## config.mk

```make
export PLATFORM = sky130hd
export DESIGN_NAME = fp_reduce_top
export DESIGN_NICKNAME = d
export VERILOG_FILES = /design/src/fp_reduce_pkg.sv /design/src/element_counter.sv /design/src/reduce_ctrl_fsm.sv /design/src/fp_extreme_acc.sv /design/src/fp_reduce_top.sv
export SDC_FILE = /design/constraint.sdc
export NUM_CORES = 1
export LEC_CHECK = 0
export CAP_MARGIN = 10
export CORE_MARGIN = 1.5
export CORE_UTILIZATION = 45
export CTS_CLUSTER_DIAMETER = 100
export CTS_CLUSTER_SIZE = 20
export DETAILED_ROUTE_END_ITERATION = 12
export DONT_BUFFER_PORTS = 1
export GPL_TIMING_DRIVEN = 0
export HOLD_SLACK_MARGIN = 0.08
export PLACE_DENSITY_LB_ADDON = 0.25
export SYNTH_ARGS = -nofsm -noshare
export SYNTH_HDL_FRONTEND = slang
export SYNTH_SLANG_ARGS = --single-unit
```

## constraint.sdc

```tcl
create_clock -name clk -period 3 [get_ports clk]
set_input_delay 0.3 -clock clk [delete_from_list [all_inputs] [get_ports clk]]
set_output_delay 0.3 -clock clk [all_outputs]
set_load 0.05 [all_outputs]
```

## src/fp_reduce_pkg.sv

```systemverilog
package fp_reduce_pkg;

    ////////////////////////////////////////////////////////////////////////////
    // Single-precision field layout
    ////////////////////////////////////////////////////////////////////////////

    // Full IEEE-754 word
    localparam int FP_W = 32;

    // Biased exponent, 127 offset
    localparam int EXP_W = 8;

    // Stored fraction, hidden one not included
    localparam int MAN_W = 23;

    ////////////////////////////////////////////////////////////////////////////
    // Operation select
    ////////////////////////////////////////////////////////////////////////////

    // Which extreme the reducer keeps over a job
    typedef enum logic {
        OP_MAX = 1'b0,
        OP_MIN = 1'b1
    } reduce_op_e;

    ////////////////////////////////////////////////////////////////////////////
    // Controller states
    ////////////////////////////////////////////////////////////////////////////

    // ST_FIRST waits for the element that seeds the accumulator,
    // ST_ACCUM compares every further one, ST_DONE is the result cycle
    typedef enum logic [1:0] {
        ST_IDLE  = 2'd0,
        ST_FIRST = 2'd1,
        ST_ACCUM = 2'd2,
        ST_DONE  = 2'd3
    } reduce_state_e;

endpackage

```

## src/element_counter.sv

```systemverilog
module element_counter #(
    parameter int LEN_W = 8
) (
    input  logic             clk,
    input  logic             rst,
    input  logic             clear,
    input  logic             step,
    input  logic [LEN_W-1:0] count,
    output logic [LEN_W-1:0] index,
    output logic             last
);

    // Element count of the running job
    logic [LEN_W-1:0] count_q;

    ////////////////////////////////////////////////////////////////////////////
    // Job length and position
    ////////////////////////////////////////////////////////////////////////////

    always_ff @(posedge clk) begin
        if (rst) begin
            count_q <= '0;
        end else if (clear) begin
            count_q <= count;
        end
    end

    // Clear restarts at element zero
    always_ff @(posedge clk) begin
        if (rst) begin
            index <= '0;
        end else if (clear) begin
            index <= '0;
        end else if (step) begin
            index <= index + LEN_W'(1);
        end
    end

    // Current element closes the job
    assign last = (index == count_q - LEN_W'(1));

    ////////////////////////////////////////////////////////////////////////////
    // Checks
    ////////////////////////////////////////////////////////////////////////////

    // The controller must stop stepping once the job is complete
    a_no_step_past_count: assert property (
        @(posedge clk) disable iff (rst)
        step |-> (index < count_q)
    ) else $error("element_counter: step after the last element");

endmodule

```

## src/reduce_ctrl_fsm.sv

```systemverilog
module reduce_ctrl_fsm
    import fp_reduce_pkg::*;
#(
    parameter int LEN_W = 8
) (
    input  logic             clk,
    input  logic             rst,
    input  logic             start,
    input  reduce_op_e       op,
    input  logic [LEN_W-1:0] count,
    input  logic             in_stb,
    input  logic             last,
    output logic             clear,
    output logic             step,
    output logic             load_first,
    output logic             update,
    output reduce_op_e       op_q,
    output logic             busy,
    output logic             result_stb
);

    reduce_state_e state_q;
    reduce_state_e state_d;

    // A start only counts when idle and with something to reduce
    logic start_ok;

    ////////////////////////////////////////////////////////////////////////////
    // Strobe decode
    ////////////////////////////////////////////////////////////////////////////

    assign start_ok = start && (state_q == ST_IDLE) && (count != '0);
    assign clear    = start_ok;

    // Strobes outside a job fall through here
    assign load_first = in_stb && (state_q == ST_FIRST);
    assign update     = in_stb && (state_q == ST_ACCUM);
    assign step       = load_first || update;

    // DONE is the result cycle, busy is already low there
    assign busy       = (state_q == ST_FIRST) || (state_q == ST_ACCUM);
    assign result_stb = (state_q == ST_DONE);

    ////////////////////////////////////////////////////////////////////////////
    // State sequencing
    ////////////////////////////////////////////////////////////////////////////

    always_comb begin
        state_d = state_q;
        case (state_q)
            ST_IDLE: begin
                if (start_ok) begin
                    state_d = ST_FIRST;
                end
            end
            ST_FIRST: begin
                if (in_stb) begin
                    state_d = last ? ST_DONE : ST_ACCUM;
                end
            end
            ST_ACCUM: begin
                if (in_stb && last) begin
                    state_d = ST_DONE;
                end
            end
            default: begin
                state_d = ST_IDLE;
            end
        endcase
    end

    always_ff @(posedge clk) begin
        if (rst) begin
            state_q <= ST_IDLE;
        end else begin
            state_q <= state_d;
        end
    end

    // Operation held for the whole job
    always_ff @(posedge clk) begin
        if (rst) begin
            op_q <= OP_MAX;
        end else if (start_ok) begin
            op_q <= op;
        end
    end

    ////////////////////////////////////////////////////////////////////////////
    // Checks
    ////////////////////////////////////////////////////////////////////////////

    a_result_stb_single: assert property (
        @(posedge clk) disable iff (rst)
        result_stb |=> !result_stb
    ) else $error("reduce_ctrl_fsm: result_stb longer than one cycle");

    a_load_update_excl: assert property (
        @(posedge clk) disable iff (rst)
        !(load_first && update)
    ) else $error("reduce_ctrl_fsm: load_first and update together");

endmodule

```

## src/fp_extreme_acc.sv

```systemverilog
module fp_extreme_acc
    import fp_reduce_pkg::*;
#(
    parameter int LEN_W = 8
) (
    input  logic             clk,
    input  logic             rst,
    input  logic             load_first,
    input  logic             update,
    input  reduce_op_e       op,
    input  logic [FP_W-1:0]  in_data,
    input  logic [LEN_W-1:0] index,
    output logic [FP_W-1:0]  acc_value,
    output logic [LEN_W-1:0] acc_index
);

    // Exponent, hidden one and fraction as one magnitude key
    localparam int MAG_W = EXP_W + 1 + MAN_W;

    ////////////////////////////////////////////////////////////////////////////
    // Field split
    ////////////////////////////////////////////////////////////////////////////

    logic             new_s;
    logic             old_s;
    logic [EXP_W-1:0] new_e;
    logic [EXP_W-1:0] old_e;
    logic [MAN_W:0]   new_m;
    logic [MAN_W:0]   old_m;
    logic [MAG_W-1:0] new_mag;
    logic [MAG_W-1:0] old_mag;

    assign new_s = in_data[FP_W-1];
    assign old_s = acc_value[FP_W-1];
    assign new_e = in_data[FP_W-2 -: EXP_W];
    assign old_e = acc_value[FP_W-2 -: EXP_W];

    // Denormals get the hidden one too
    assign new_m = {1'b1, in_data[MAN_W-1:0]};
    assign old_m = {1'b1, acc_value[MAN_W-1:0]};

    // Exponent in the upper bits, so it decides before the mantissa
    assign new_mag = {new_e, new_m};
    assign old_mag = {old_e, old_m};

    ////////////////////////////////////////////////////////////////////////////
    // Ordering of new element against held value
    ////////////////////////////////////////////////////////////////////////////

    logic mag_gt;
    logic mag_lt;
    logic new_gt;
    logic new_lt;
    logic take;

    assign mag_gt = (new_mag > old_mag);
    assign mag_lt = (new_mag < old_mag);

    always_comb begin
        if (new_s != old_s) begin
            // Positive side wins, +0 above -0
            new_gt = !new_s;
            new_lt = new_s;
        end else if (!new_s) begin
            new_gt = mag_gt;
            new_lt = mag_lt;
        end else begin
            // Both negative, larger magnitude is the smaller value
            new_gt = mag_lt;
            new_lt = mag_gt;
        end
    end

    // Strict compare, ties keep the earlier element
    assign take = (op == OP_MAX) ? new_gt : new_lt;

    ////////////////////////////////////////////////////////////////////////////
    // Held extreme and its position
    ////////////////////////////////////////////////////////////////////////////

    always_ff @(posedge clk) begin
        if (rst) begin
            acc_value <= '0;
            acc_index <= '0;
        end else if (load_first || (update && take)) begin
            acc_value <= in_data;
            acc_index <= index;
        end
    end

    ////////////////////////////////////////////////////////////////////////////
    // Checks
    ////////////////////////////////////////////////////////////////////////////

    // Result must hold between jobs and across idle gaps
    a_hold_when_idle: assert property (
        @(posedge clk) disable iff (rst)
        (!load_first && !update) |=> ($stable(acc_value) && $stable(acc_index))
    ) else $error("fp_extreme_acc: held value changed without a strobe");

endmodule

```

## src/fp_reduce_top.sv

```systemverilog
module fp_reduce_top
    import fp_reduce_pkg::*;
#(
    parameter int LEN_W = 8
) (
    input  logic             clk,
    input  logic             rst,
    input  logic             start,
    input  reduce_op_e       op,
    input  logic [LEN_W-1:0] count,
    input  logic             in_stb,
    input  logic [FP_W-1:0]  in_data,
    output logic             busy,
    output logic             result_stb,
    output logic [FP_W-1:0]  result,
    output logic [LEN_W-1:0] result_index
);

    ////////////////////////////////////////////////////////////////////////////
    // Internal control
    ////////////////////////////////////////////////////////////////////////////

    logic             clear;
    logic             step;
    logic             load_first;
    logic             update;
    reduce_op_e       op_q;
    logic [LEN_W-1:0] index;
    logic             last;
    logic [FP_W-1:0]  acc_value;
    logic [LEN_W-1:0] acc_index;

    reduce_ctrl_fsm #(
        .LEN_W (LEN_W)
    ) u_reduce_ctrl_fsm (
        .clk        (clk),
        .rst        (rst),
        .start      (start),
        .op         (op),
        .count      (count),
        .in_stb     (in_stb),
        .last       (last),
        .clear      (clear),
        .step       (step),
        .load_first (load_first),
        .update     (update),
        .op_q       (op_q),
        .busy       (busy),
        .result_stb (result_stb)
    );

    // Position of each accepted element within the job
    element_counter #(
        .LEN_W (LEN_W)
    ) u_element_counter (
        .clk   (clk),
        .rst   (rst),
        .clear (clear),
        .step  (step),
        .count (count),
        .index (index),
        .last  (last)
    );

    fp_extreme_acc #(
        .LEN_W (LEN_W)
    ) u_fp_extreme_acc (
        .clk        (clk),
        .rst        (rst),
        .load_first (load_first),
        .update     (update),
        .op         (op_q),
        .in_data    (in_data),
        .index      (index),
        .acc_value  (acc_value),
        .acc_index  (acc_index)
    );

    // Held pair doubles as the result
    assign result       = acc_value;
    assign result_index = acc_index;

endmodule

```

==> impl_metrics.toml <==
[route]
dr.pass1.iters = 4
drtIter0Drc = 53
antenna_left = 0
vias_per_cell = 5.12
vias = 2811
wl_per_cell_um = 14.1
route.detailed.drc = 0
routed_wl_um = 7740

[floorplanning]
initial_core_util_pct = 46.3
die_area_um2 = 8960
die_h_um = 94.7
num_io_pins = 87
core_um2 = 8180
die_x_um = 94.7
fp-row-count = 33

[yosys]
synth_area_leader_cell = "dfxtp_1"
yosysWarnings = 0
synth_fp_nets = 509
yosysSeqAreaShare_pct = 31.2
synth-async-reset-ratio_pct = 0
synth-main-ff-cell = "dfxtp_1"
synth-edff-count = 0
yosysUniqueCellTypes = 38
synth_top_cells_by_area = "dfxtp_1, ha_1, mux2i_1"
synth_common_cells = "dfxtp_1, mux2i_1, nand2b_1, or2b_1"
synth_cells = 426
syn_area_per_cell_um2 = 8.88
synth_top_cell_area_share_pct = 31.2
synthMostInstantiatedCell = "dfxtp_1"
ys_seq_elements = 59
syn_area_um2 = 3780

[power_and_ir_drop]
peakVddDrop_mv = 0.529
p_leak_nw = 1.50
power.density_nw_per_um2 = 682
total_power_mw = 2.85

[grt]
grt_max_degree = 11
antenna_found_initial = 0
first_global_vias = 2671
grt_pass1_wl_um = 12300
grt_overflow_total = 0
track_usage_pct = 18.0

[place]
place.gp.congestion = 0.806
dpl.hpwl_um = 5920
port_buffers = 0
postPlaceCellArea_um2 = 3910
place_ws_ns = -0.0574

[sta]
clock_skew_ns = 0.0127
finalCriticalPeriod_ns = 2.81
relSlewSlack_pct = 58.9
holdWs_ns = 0.0982
worstMarginPinSlew_ns = 0.615
setup-violations-final = 0
slew_viol_final = 0
finalCritPeriodShare_pct = 93.7
setup_ws_ns = 0.190
rsz0062_at_grt = "no"
fmax_mhz = 356
final-hold-violation-count = 0

[critical_path]
rr_startpoint = "u_fp_extreme_acc.acc_value[8]"
crit_type = "register to register"
slowest_delay_ns = 0.68
critPathLaunchType = "register"
crit_start = "u_fp_extreme_acc.acc_value[8]"
crit_end = "u_fp_extreme_acc.acc_index[7]"
worstPathRequired_ns = 3.26
ff2ff_path_depth = 11
endpoint_kind = "register"
crit_chain = "inv_1 -> ha_1 -> nand4_2 -> nor4_2 -> o21ai_1 -> a31oi_2 -> nor3_2 -> nor4b_4 -> buf_4 -> buf_6 -> mux2i_1"
timing.rr.end = "u_fp_extreme_acc.acc_index[7]"
arrival_ns = 3.07
critPathMaxFanout = 10
path_buf_inv = 3
crit_family = "simple AND/OR/NAND/NOR gates"
regToRegSetupSlack_ns = 0.19
path_depth = 11
worst_path_max_delay_cell = "dfxtp_1"

[layout]
finalInstanceArea_um2 = 4180
diodes = 0
drive_above_1_share_pct = 11.7
area_growth_pct = 10.6
fin_nets = 522
fin_util_pct = 51.1

[worst_hold_path]
hold_class = "input port to register"
holdPathStages = 2

[clock_tree]
path_clk_slew_ns = 0.08
cts_tree = "done"
ctsHoldBuffers = 0
htreeDepth = 3
numCtsBuffers = 9
clock_latency_ns = 0.34
cts_root_buffer = "clkbuf_8"
cts.sinks = 59
clockBufferDepth = 2

[run_status]
status = "complete, no violations"

[run]
maxCapViolations = 0
## logic make-up after synthesis
logic type / share of synthesized area [%]
fa+ha+maj: 12.6
mux: 11.1
simple gates: 26.6
flops: 31.2
xor+xnor: 4.17
buf+inv: 6.45
compound gates: 7.84
## layout by cell type (no fill, tap or decap), types with 3 or more instances in the layout
master    count
buf_6         4
nand4_1       5
ha_1         38
o21ai_0       3
dfxtp_2      17
xor2_1        8
nor4_1        4
a21oi_1      23
clkbuf_8     11
or2b_1       41
nand3_1      16
mux2i_1      42
inv_1        38
o31ai_1       3
o21ai_1       3
clkbuf_1     12
xnor2_1      10
buf_4         4
a211oi_1      3
dfxtp_1      41
nand2b_1     41
nand2_1      28
nor2_1       20
nor3_1        4
## how the worst min path moves through the flow
stage                                                 to  slack (ns)         from
after floorplan                   u_reduce_ctrl_fsm.op_q        0.44           op
after global placement            u_reduce_ctrl_fsm.op_q        0.45           op
after detailed placement          u_reduce_ctrl_fsm.op_q        0.46           op
after CTS                 u_fp_extreme_acc.acc_value[10]        0.09  in_data[10]
after global routing      u_fp_extreme_acc.acc_value[21]        0.09  in_data[21]
final                     u_fp_extreme_acc.acc_value[10]         0.1  in_data[10]
## report_power, final
part	leakage [nW]	switching, mW	internal, mW	total [mW]
clock	0.113	0.328	0.512	0.841
sequential	0.487	0.296	0.886	1.18
combinational	0.897	0.458	0.372	0.830
## cell type report
type                    instances  area [um2]
clock inverters                 4        72.6
fillers                       763        4000
plain buffers                  17         101
clock buffers                  12         155
inverters                      38         143
well taps                     105         131
repair buffers                  2        15.0
multi-input cells             312        2360
flip-flops and latches         59        1210
## sequential cells by signal, indices dropped and copies added, names as in the netlist
signal and flops:
u_element_counter.count_q 8, u_element_counter.index 8, u_fp_extreme_acc.acc_index 8, u_fp_extreme_acc.acc_value 32, u_reduce_ctrl_fsm.op_q 1, u_reduce_ctrl_fsm.state_q 2
## routing by layer
metal	share of wire [%]	wire [um]	up-vias	GRT usage, %
li1	-	-	1457	-
met1	48	3710	1277	22.2
met2	44	3370	68	28.4
met3	7.2	560	9	7.41
met4	1.3	102	0	5.97
met5	0	0	-	0
## what timing repair did
| item | CTS | global route |
|---|---|---|
| pin swaps | 0 | 0 |
| resized for setup | 14 | 5 |
| buffers inserted | 0 | 2 |
| endpoints found under the setup margin | 40 | 40 |
| gates cloned | 0 | 0 |
## metrics by stage
stage	std cells	setup TNS [ns]
floorplan	426	0
global placement	531	-0.0559
detailed placement	531	-0.409
CTS	547	0
finish	549	0
global route	549	0
No activity file was read; power rests on OpenSTA's default activity.
